<file path="src/source/synth_pkg.sv">
package synth_pkg;

	////////////////////////////////////////////////////////////
	// sizes and timing
	////////////////////////////////////////////////////////////

	localparam int NUM_VOICES   = 8;
	localparam int VOICE_W      = 3;
	localparam int CLKS_PER_BIT = 320; // 10 MHz over 31250 baud
	localparam int FRAME_CLKS   = 256; // about 39 kHz audio frames
	localparam int PHASE_W      = 16;

	// phase steps for notes 120 to 131, one octave shift per 12 notes below that
	localparam logic [PHASE_W-1:0] SEMITONE_INC [12] = '{
		16'd14046, 16'd14881, 16'd15766, 16'd16704,
		16'd17697, 16'd18749, 16'd19864, 16'd21045,
		16'd22297, 16'd23623, 16'd25027, 16'd26515
	};

	////////////////////////////////////////////////////////////
	// encodings
	////////////////////////////////////////////////////////////

	typedef enum logic [1:0] {
		KIND_NOTE_ON,
		KIND_NOTE_OFF,
		KIND_CTRL,
		KIND_OTHER
	} midi_kind_e;

	typedef enum logic [1:0] {
		WAVE_SAW,
		WAVE_SQUARE,
		WAVE_TRI
	} wave_e;

	typedef struct packed {
		midi_kind_e kind;
		logic [6:0] note;
		logic [6:0] velocity;
	} midi_event_t;

	typedef struct packed {
		logic       start;
		logic       stop;
		logic [6:0] note;
		logic [6:0] velocity;
	} voice_cmd_t;

	typedef struct packed {
		logic               busy;
		logic [6:0]         note;
		logic [6:0]         velocity;
		logic [PHASE_W-1:0] phase;
	} voice_state_t;

endpackage

</file>
<file path="src/source/uart_rx.sv">
`timescale 1ns/1ps

module uart_rx (
	input  logic       MHz10,
	input  logic       nrst,
	input  logic       ser_in,
	output logic [7:0] byte_data,
	output logic       byte_valid
);

	typedef enum logic [1:0] {
		RX_IDLE,
		RX_START,
		RX_DATA,
		RX_STOP
	} rx_state_e;

	rx_state_e state;
	logic [1:0] ser_sync;
	logic rx;
	logic [$clog2(synth_pkg::CLKS_PER_BIT)-1:0] timer;
	logic [2:0] bit_cnt;
	logic [7:0] shift;
	logic half_end;
	logic bit_end;

	assign rx = ser_sync[1];
	assign half_end = int'(timer) == synth_pkg::CLKS_PER_BIT / 2 - 1;
	assign bit_end = int'(timer) == synth_pkg::CLKS_PER_BIT - 1;
	assign byte_data = shift;

	always_ff @(posedge MHz10 or negedge nrst) begin
		if (!nrst) begin
			ser_sync <= 2'b11; // line idles high
			state <= RX_IDLE;
			timer <= '0;
			bit_cnt <= '0;
			byte_valid <= 1'b0;
		end else begin
			ser_sync <= {ser_sync[0], ser_in};
			byte_valid <= 1'b0;
			case (state)
				RX_IDLE: begin
					timer <= '0;
					if (!rx)
						state <= RX_START;
				end
				RX_START: begin
					timer <= timer + 1'b1;
					if (half_end) begin
						timer <= '0;
						bit_cnt <= '0;
						state <= rx ? RX_IDLE : RX_DATA; // a glitch is not a start bit
					end
				end
				RX_DATA: begin
					timer <= timer + 1'b1;
					if (bit_end) begin
						timer <= '0;
						bit_cnt <= bit_cnt + 1'b1;
						if (bit_cnt == 3'd7)
							state <= RX_STOP;
					end
				end
				RX_STOP: begin
					timer <= timer + 1'b1;
					if (bit_end) begin
						state <= RX_IDLE;
						byte_valid <= rx; // framing error drops the byte
					end
				end
				default: state <= RX_IDLE;
			endcase
		end
	end

	// lsb arrives first
	always_ff @(posedge MHz10) begin
		if (state == RX_DATA && bit_end)
			shift <= {rx, shift[7:1]};
	end

	a_single_strobe: assert property (@(posedge MHz10) disable iff (!nrst)
		byte_valid |=> !byte_valid);

endmodule

</file>
<file path="src/source/midi_parser.sv">
`timescale 1ns/1ps

module midi_parser (
	input  logic                   MHz10,
	input  logic                   nrst,
	input  logic [7:0]             byte_data,
	input  logic                   byte_valid,
	output synth_pkg::midi_event_t midi_event,
	output logic                   event_valid,
	output logic                   sustain
);

	typedef enum logic [1:0] {
		P_STATUS,
		P_NOTE,
		P_VEL
	} parse_state_e;

	parse_state_e state;
	synth_pkg::midi_kind_e kind_q;
	synth_pkg::midi_kind_e new_kind;
	logic [6:0] note_q;
	logic is_status;
	logic msg_done;

	function automatic synth_pkg::midi_kind_e decode_kind(input logic [3:0] nib);
		case (nib)
			4'h9:    return synth_pkg::KIND_NOTE_ON;
			4'h8:    return synth_pkg::KIND_NOTE_OFF;
			4'hb:    return synth_pkg::KIND_CTRL;
			default: return synth_pkg::KIND_OTHER;
		endcase
	endfunction

	assign is_status = byte_valid && byte_data[7];
	assign new_kind = decode_kind(byte_data[7:4]);
	assign msg_done = byte_valid && !byte_data[7] && state == P_VEL;

	always_ff @(posedge MHz10 or negedge nrst) begin
		if (!nrst) begin
			state <= P_STATUS;
			kind_q <= synth_pkg::KIND_OTHER;
			event_valid <= 1'b0;
			sustain <= 1'b0;
		end else begin
			event_valid <= msg_done && kind_q != synth_pkg::KIND_CTRL;
			if (is_status) begin
				kind_q <= new_kind;
				// unsupported messages are skipped along with their data bytes
				state <= (new_kind == synth_pkg::KIND_OTHER) ? P_STATUS : P_NOTE;
			end else if (byte_valid) begin
				case (state)
					P_NOTE:  state <= P_VEL;
					P_VEL:   state <= P_STATUS; // no running status
					default: state <= P_STATUS;
				endcase
			end
			if (msg_done && kind_q == synth_pkg::KIND_CTRL && note_q == 7'd64)
				sustain <= byte_data[6]; // pedal down from 64 upwards
		end
	end

	always_ff @(posedge MHz10) begin
		if (byte_valid && !byte_data[7] && state == P_NOTE)
			note_q <= byte_data[6:0];
		if (msg_done) begin
			// a note on with zero velocity is a release
			midi_event.kind <= (kind_q == synth_pkg::KIND_NOTE_ON && byte_data[6:0] == 7'd0)
				? synth_pkg::KIND_NOTE_OFF : kind_q;
			midi_event.note <= note_q;
			midi_event.velocity <= byte_data[6:0];
		end
	end

	a_event_kind: assert property (@(posedge MHz10) disable iff (!nrst)
		event_valid |-> midi_event.kind != synth_pkg::KIND_OTHER
			&& midi_event.kind != synth_pkg::KIND_CTRL);

endmodule

</file>
<file path="src/source/voice_alloc.sv">
`timescale 1ns/1ps

module voice_alloc (
	input  logic                    MHz10,
	input  logic                    nrst,
	input  synth_pkg::midi_event_t  midi_event,
	input  logic                    event_valid,
	input  synth_pkg::voice_state_t states [synth_pkg::NUM_VOICES],
	output synth_pkg::voice_cmd_t   cmd [synth_pkg::NUM_VOICES]
);

	logic found;
	logic [synth_pkg::VOICE_W-1:0] free_idx;
	logic is_on;
	logic is_off;
	logic [synth_pkg::NUM_VOICES-1:0] start_vec;
	logic [synth_pkg::NUM_VOICES-1:0] busy_vec;

	assign is_on = event_valid && midi_event.kind == synth_pkg::KIND_NOTE_ON;
	assign is_off = event_valid && midi_event.kind == synth_pkg::KIND_NOTE_OFF;

	// scan from the top so the lowest free index wins
	always_comb begin
		found = 1'b0;
		free_idx = '0;
		for (int i = synth_pkg::NUM_VOICES - 1; i >= 0; i--) begin
			if (!states[i].busy) begin
				found = 1'b1;
				free_idx = i[synth_pkg::VOICE_W-1:0];
			end
		end
	end

	always_ff @(posedge MHz10 or negedge nrst) begin
		if (!nrst) begin
			for (int k = 0; k < synth_pkg::NUM_VOICES; k++)
				cmd[k] <= '0;
		end else begin
			for (int k = 0; k < synth_pkg::NUM_VOICES; k++) begin
				cmd[k].start <= is_on && found && int'(free_idx) == k; // full means dropped
				cmd[k].stop <= is_off && states[k].busy && states[k].note == midi_event.note;
				cmd[k].note <= midi_event.note;
				cmd[k].velocity <= midi_event.velocity;
			end
		end
	end

	always_comb begin
		for (int k = 0; k < synth_pkg::NUM_VOICES; k++) begin
			start_vec[k] = cmd[k].start;
			busy_vec[k] = states[k].busy;
		end
	end

	// the voice being started still shows its old busy bit in this cycle
	a_one_start: assert property (@(posedge MHz10) disable iff (!nrst)
		$onehot0(start_vec) && (start_vec & busy_vec) == '0);

endmodule

</file>
<file path="src/source/voice_osc.sv">
`timescale 1ns/1ps

module voice_osc (
	input  logic                    MHz10,
	input  logic                    nrst,
	input  synth_pkg::voice_cmd_t   cmd,
	input  logic                    sustain,
	input  logic                    frame_tick,
	output synth_pkg::voice_state_t state
);

	logic busy;
	logic released;
	logic [6:0] note;
	logic [6:0] velocity;
	logic [synth_pkg::PHASE_W-1:0] phase;
	logic [3:0] octave;
	logic [3:0] semi;
	logic [synth_pkg::PHASE_W-1:0] inc;

	////////////////////////////////////////////////////////////
	// pitch
	////////////////////////////////////////////////////////////

	assign octave = 4'(note / 7'd12); // 0 to 10
	assign semi = 4'(note % 7'd12);
	assign inc = synth_pkg::SEMITONE_INC[semi] >> (4'd10 - octave);

	////////////////////////////////////////////////////////////
	// gate and hold
	////////////////////////////////////////////////////////////

	always_ff @(posedge MHz10 or negedge nrst) begin
		if (!nrst) begin
			busy <= 1'b0;
			released <= 1'b0;
		end else if (cmd.start) begin
			busy <= 1'b1;
			released <= 1'b0;
		end else if ((cmd.stop || released) && !sustain) begin
			busy <= 1'b0;
			released <= 1'b0;
		end else if (cmd.stop && busy) begin
			released <= 1'b1; // held by the pedal until it lifts
		end
	end

	always_ff @(posedge MHz10) begin
		if (cmd.start) begin
			note <= cmd.note;
			velocity <= cmd.velocity;
			phase <= '0;
		end else if (busy && frame_tick) begin
			phase <= phase + inc;
		end
	end

	assign state.busy = busy;
	assign state.note = note;
	assign state.velocity = velocity;
	assign state.phase = phase;

endmodule

</file>
<file path="src/source/voice_mixer.sv">
`timescale 1ns/1ps

module voice_mixer (
	input  logic                    MHz10,
	input  logic                    nrst,
	input  logic                    wave_btn,
	input  synth_pkg::voice_state_t states [synth_pkg::NUM_VOICES],
	output logic                    frame_tick,
	output logic [11:0]             sample_out,
	output logic                    sample_valid
);

	typedef enum logic [1:0] {
		M_IDLE,
		M_READ,
		M_DONE
	} mix_state_e;

	mix_state_e mix_state;
	logic [$clog2(synth_pkg::FRAME_CLKS)-1:0] frame_cnt;
	logic [synth_pkg::VOICE_W-1:0] rd_sel;
	synth_pkg::voice_state_t cur;
	logic [7:0] p;
	logic [7:0] shaped;
	logic [14:0] prod;
	logic [8:0] contrib;
	logic [11:0] acc;
	logic [2:0] btn_sync;
	logic btn_press;
	synth_pkg::wave_e wave_mode;

	////////////////////////////////////////////////////////////
	// frame timer and wave button
	////////////////////////////////////////////////////////////

	assign btn_press = btn_sync[1] && !btn_sync[2];

	always_ff @(posedge MHz10 or negedge nrst) begin
		if (!nrst) begin
			frame_cnt <= '0;
			frame_tick <= 1'b0;
			btn_sync <= '0;
			wave_mode <= synth_pkg::WAVE_SAW;
		end else begin
			frame_tick <= int'(frame_cnt) == synth_pkg::FRAME_CLKS - 1;
			frame_cnt <= (int'(frame_cnt) == synth_pkg::FRAME_CLKS - 1) ? '0 : frame_cnt + 1'b1;
			btn_sync <= {btn_sync[1:0], wave_btn};
			if (btn_press) begin
				case (wave_mode)
					synth_pkg::WAVE_SAW:    wave_mode <= synth_pkg::WAVE_SQUARE;
					synth_pkg::WAVE_SQUARE: wave_mode <= synth_pkg::WAVE_TRI;
					default:                wave_mode <= synth_pkg::WAVE_SAW;
				endcase
			end
		end
	end

	////////////////////////////////////////////////////////////
	// shaper and scaling for the voice on the read bus
	////////////////////////////////////////////////////////////

	assign cur = states[rd_sel];
	assign p = cur.phase[synth_pkg::PHASE_W-1 -: 8];

	always_comb begin
		case (wave_mode)
			synth_pkg::WAVE_SQUARE: shaped = p[7] ? 8'hff : 8'h00;
			synth_pkg::WAVE_TRI:    shaped = p[7] ? ~{p[6:0], 1'b0} : {p[6:0], 1'b0};
			default:                shaped = p;
		endcase
	end

	assign prod = shaped * cur.velocity;
	assign contrib = cur.busy ? prod[14:6] : 9'd0; // eight of these still fit in 12 bits

	always_ff @(posedge MHz10 or negedge nrst) begin
		if (!nrst) begin
			mix_state <= M_IDLE;
			rd_sel <= '0;
			acc <= '0;
			sample_out <= '0;
			sample_valid <= 1'b0;
		end else begin
			sample_valid <= 1'b0;
			case (mix_state)
				M_IDLE: if (frame_tick) begin
					acc <= '0;
					rd_sel <= '0;
					mix_state <= M_READ;
				end
				M_READ: begin
					acc <= acc + {3'b000, contrib};
					if (int'(rd_sel) == synth_pkg::NUM_VOICES - 1)
						mix_state <= M_DONE;
					else
						rd_sel <= rd_sel + 1'b1;
				end
				M_DONE: begin
					sample_out <= acc;
					sample_valid <= 1'b1;
					mix_state <= M_IDLE;
				end
				default: mix_state <= M_IDLE;
			endcase
		end
	end

	a_sweep_done: assert property (@(posedge MHz10) disable iff (!nrst)
		sample_valid |-> $past(mix_state == M_DONE)
			&& int'($past(rd_sel)) == synth_pkg::NUM_VOICES - 1);

endmodule

</file>
<file path="src/source/poly_synth.sv">
`timescale 1ns/1ps

module poly_synth (
	input  logic                              MHz10,
	input  logic                              nrst,
	input  logic                              ser_in,
	input  logic                              wave_btn,
	output logic [11:0]                       sample_out,
	output logic                              sample_valid,
	output logic [synth_pkg::NUM_VOICES-1:0]  voice_busy
);

	logic [7:0] byte_data;
	logic byte_valid;
	synth_pkg::midi_event_t midi_event;
	logic event_valid;
	logic sustain;
	logic frame_tick;
	synth_pkg::voice_cmd_t cmd [synth_pkg::NUM_VOICES];
	synth_pkg::voice_state_t states [synth_pkg::NUM_VOICES];

	uart_rx uart_rx0 (
		.MHz10(MHz10), .nrst(nrst), .ser_in(ser_in),
		.byte_data(byte_data), .byte_valid(byte_valid)
	);

	midi_parser midi_parser0 (
		.MHz10(MHz10), .nrst(nrst), .byte_data(byte_data), .byte_valid(byte_valid),
		.midi_event(midi_event), .event_valid(event_valid), .sustain(sustain)
	);

	voice_alloc voice_alloc0 (
		.MHz10(MHz10), .nrst(nrst), .midi_event(midi_event),
		.event_valid(event_valid), .states(states), .cmd(cmd)
	);

	for (genvar k = 0; k < synth_pkg::NUM_VOICES; k++) begin : g_voice
		voice_osc voice_osc0 (
			.MHz10(MHz10), .nrst(nrst), .cmd(cmd[k]), .sustain(sustain),
			.frame_tick(frame_tick), .state(states[k])
		);
		assign voice_busy[k] = states[k].busy; // front panel LEDs
	end

	voice_mixer voice_mixer0 (
		.MHz10(MHz10), .nrst(nrst), .wave_btn(wave_btn), .states(states),
		.frame_tick(frame_tick), .sample_out(sample_out), .sample_valid(sample_valid)
	);

endmodule

</file>
<file path="config.mk">
export PLATFORM = sky130hd
export DESIGN_NAME = poly_synth
export DESIGN_NICKNAME = d
export VERILOG_FILES = /design/src/source/synth_pkg.sv /design/src/source/uart_rx.sv /design/src/source/midi_parser.sv /design/src/source/voice_alloc.sv /design/src/source/voice_osc.sv /design/src/source/voice_mixer.sv /design/src/source/poly_synth.sv
export SDC_FILE = /design/constraint.sdc
export NUM_CORES = 2
export LEC_CHECK = 0
export BUFFER_PORTS_ARGS = -buffer_cell sky130_fd_sc_hd__buf_4
export CAP_MARGIN = 20
export CORE_MARGIN = 2
export CORE_UTILIZATION = 30
export CTS_BUF_LIST = sky130_fd_sc_hd__clkbuf_4
export DETAILED_ROUTE_END_ITERATION = 6
export GPL_ROUTABILITY_DRIVEN = 0
export REMOVE_ABC_BUFFERS = 1
export SLEW_MARGIN = 25
export SYNTH_ARGS = -nofsm -noshare
export SYNTH_HDL_FRONTEND = slang
export SYNTH_SLANG_ARGS = --single-unit
</file>
<file path="constraint.sdc">
create_clock -name MHz10 -period 21.3 [get_ports MHz10]
set_clock_uncertainty 0.05 [all_clocks]
set_input_delay 2.13 -clock MHz10 [delete_from_list [all_inputs] [get_ports MHz10]]
set_output_delay 2.13 -clock MHz10 [all_outputs]
set_load 0.01 [all_outputs]
</file>
==> impl_metrics.toml <==
[clocking]
cts_tree = "done"
clockRootBuffer = "clkbuf_4"
ctsLongestPathBuffers = 3
htree_levels = 3
holdBufCountCts = 0
post_cts_buffers = 0
clk_latency_ns = 0.92
cts.reportedPaths.clkPinSlew_ns = 0.06
numCtsBuffers = 105
clock_sinks = 384
cts_resized = 0

[critical_path]
crit_path_start_kind = "register"
cp.required_ns = 21.97
cp.arrival_ns = 8.79
cp_max_fo = 29
cp-end-kind = "register"
path_class = "reg -> reg"

[place]
dp_hpwl_um = 63300
portBuffers = 24
post-place-ws_ns = 13.14
place_inst = 5011

[synth]
synth_area_leaders = "edfxtp_1 (13%), ha_1 (9.0%), dfrtp_1 (8.4%)"
synth.most_common_cell = "nand2_1"
synth-seq-cells = 384
synthCells = 3767
ys_warn_count = 0
synthArstFlopShare_pct = 29.4
synth.top_cells.by_count = "nand2_1 (377), nor2_1 (308), a21oi_1 (296)"
synth_cell_types = 114
ys.flop_type = "edfxtp_1"
synth_area_mm2 = 0.0326
synth_edf_count = 143
synth_area_per_cell_um2 = 8.66
synth_top_area_share_pct = 13.2
yosysTopAreaCell = "edfxtp_1"
synth-seq-area-share_pct = 29.7

[layout]
drive_gt1_share_pct = 11.3
final_nets = 3992
area_delta_synth_final_pct = 8.79
n_fill_cell = 11126
seqCellArea_mm2 = 0.00969
instances_no_fill = 5213
final_util_pct = 33.0
multi_input_area_mm2 = 0.0214

[grt]
grt_pass1_vias = 26751
grtUsageTotal_pct = 15.6
antenna_found_initial = 3
grt_max_degree = 61
grt_overflow = 0
grt_pass1_wl_um = 143000

[power_and_ir_drop]
ir_worst_vdd_mv = 0.0344
p_leak_nw = 14.3
total_power_mw = 1.66
power.density_mw_per_mm2 = 46.8

[routing]
wl_per_cell_um = 17.0
drt_iter0_drc = 2262
wl_um = 88400
viasPerCell = 5.42
via_count = 28256
dr.pass1.iters = 6
drc_errors = 0
antenna_left = 0

[status]
status = "finished clean"

[timing]
max_slew_margin_pct = 23.1
fin_crit_sh_pct = 38.1
final_hold_viol_count = 0
worstMarginPinSlew_ns = 1.15
layout_setup_ws_ns = 13.18
fin_tns_setup_ns = 0
slew_viol_final = 0
max_clock_freq_mhz = 123
fin_crit_ns = 8.12
rsz0062_at_grt = "false"
setup_viol = 0

[floorplanning]
io_pins = 25
die_area_mm2 = 0.111
rows = 120
core_area_mm2 = 0.108
die_height_um = 334
die_x_um = 334
start_util_pct = 30.4

[flow_run]
maxCapViolCount = 0

[min_path]
worstHoldPathType = "reg -> reg"
[cell usage in the layout, fill, tap and decap left out, types with 17 or more instances in the layout]
master,n
a211o_1,19
a211oi_1,61
a21o_1,50
a21oi_1,296
a22o_1,19
a31oi_1,64
and2_1,54
and3_1,33
buf_4,57
clkbuf_4,154
clkinv_1,31
dfrtp_1,107
dfxtp_1,128
edfxtp_1,143
fa_1,37
ha_1,234
inv_1,163
mux2_2,73
mux2i_1,101
mux4_2,35
nand2_1,377
nand2b_1,50
nand3_1,87
nand3b_1,28
nand4_1,18
nor2_1,308
nor2b_1,41
nor3_1,80
nor4_1,19
o211ai_1,45
o21a_1,17
o21ai_0,167
o21bai_1,24
o22ai_1,47
o31ai_1,33
o41ai_1,18
or2_2,19
or3_1,29
xnor2_1,164
xor2_1,66
[report_power, final]
part           switching, mW  leakage (nW)  total, mW  internal, mW
combinational         0.0992          9.65      0.166        0.0665
clock                  0.346         0.869      0.734         0.387
sequential          0.000865          3.81      0.761         0.760
total                  0.446          14.3       1.66          1.21
[routing by layer]
layer  routed length, um  global-route usage (%)
met5                   0                       0
met4                2590                    5.33
met3                5130                    2.61
met2               40600                    25.5
met1               40100                    20.7
[cell type report]
class / count / share of cell area (%)
diodes: 1 / 0.00705
clock inverters: 45 / 0.930
multi-input cells: 2993 / 60.4
well taps: 1403 / 4.94
repair buffers: 60 / 1.35
clock buffers: 154 / 3.26
inverters: 173 / 1.84
flip-flops and latches: 384 / 27.3
[flip-flops by register name, summed over array words and instances, names as in the netlist, 2 cells and up, named ones only]
| signal | flops |
|---|---|
| g_voice.voice_osc0.busy | 8 |
| g_voice.voice_osc0.note | 56 |
| g_voice.voice_osc0.phase | 128 |
| g_voice.voice_osc0.released | 8 |
| g_voice.voice_osc0.velocity | 56 |
| midi_parser0.kind_q | 2 |
| midi_parser0.midi_event | 16 |
| midi_parser0.note_q | 7 |
| midi_parser0.state | 2 |
| uart_rx0.bit_cnt | 3 |
| uart_rx0.byte_data | 8 |
| uart_rx0.ser_sync | 2 |
| uart_rx0.timer | 9 |
| voice_alloc0.cmd | 30 |
| voice_mixer0.acc | 12 |
| voice_mixer0.btn_sync | 3 |
| voice_mixer0.frame_cnt | 8 |
| voice_mixer0.mix_state | 2 |
| voice_mixer0.rd_sel | 3 |
| voice_mixer0.sample_out | 12 |
| voice_mixer0.wave_mode | 2 |
[critical path, stage by stage (launching register included)]
cell	delay, ns
edfxtp_1	0.51
inv_1	0.25
ha_1	0.28
nor4b_4	0.33
o32ai_1	0.19
a21oi_1	0.78
xnor2_1	0.31
a21o_1	0.60
inv_1	0.39
ha_1	0.33
xor2_2	0.14
buf_4	0.31
mux2_2	0.37
o22ai_1	0.13
a211oi_1	0.07
or3_1	0.34
o211ai_1	0.11
ha_1	0.29
a21o_1	0.20
a2111oi_0	0.54
o31ai_1	0.23
o41ai_1	0.57
o21ai_0	0.25
nor3_1	0.18
nor2_1	0.09
xnor2_1	0.13
nor2_1	0.05
[final timing paths]
check | to | from | depth (start not counted) | slack [ns]
min in group asynchronous | voice_mixer0.frame_cnt[3] | nrst | 1 | 1.19
max in group asynchronous | uart_rx0.timer[7] | nrst | 2 | 18.73
min | voice_alloc0.cmd[116] | midi_parser0.midi_event[4] | 0 | 0.25
max reg2reg | g_voice[5].voice_osc0.phase[15] | g_voice[5].voice_osc0.note[1] | 26 | 13.18
min reg2reg | voice_alloc0.cmd[116] | midi_parser0.midi_event[4] | 0 | 0.25
max | g_voice[5].voice_osc0.phase[15] | g_voice[5].voice_osc0.note[1] | 26 | 13.18
[logic make-up after synthesis]
group | Yosys count | share of synthesized area [%]
buf+inv | 390 | 4.76
fa+ha+maj | 272 | 11.3
simple gates | 1207 | 17.8
flops | 384 | 29.7
xor+xnor | 234 | 6.37
mux | 213 | 8.22
compound gates | 1067 | 21.8
[through the flow]
stage	instance area [um2]	hold WS, ns
floorplan	31700	0.281
global placement	33900	0.281
detailed placement	34000	0.288
CTS	35400	0.269
global route	35500	0.263
finish	35500	0.251
(Power assumes the default switching activity.)
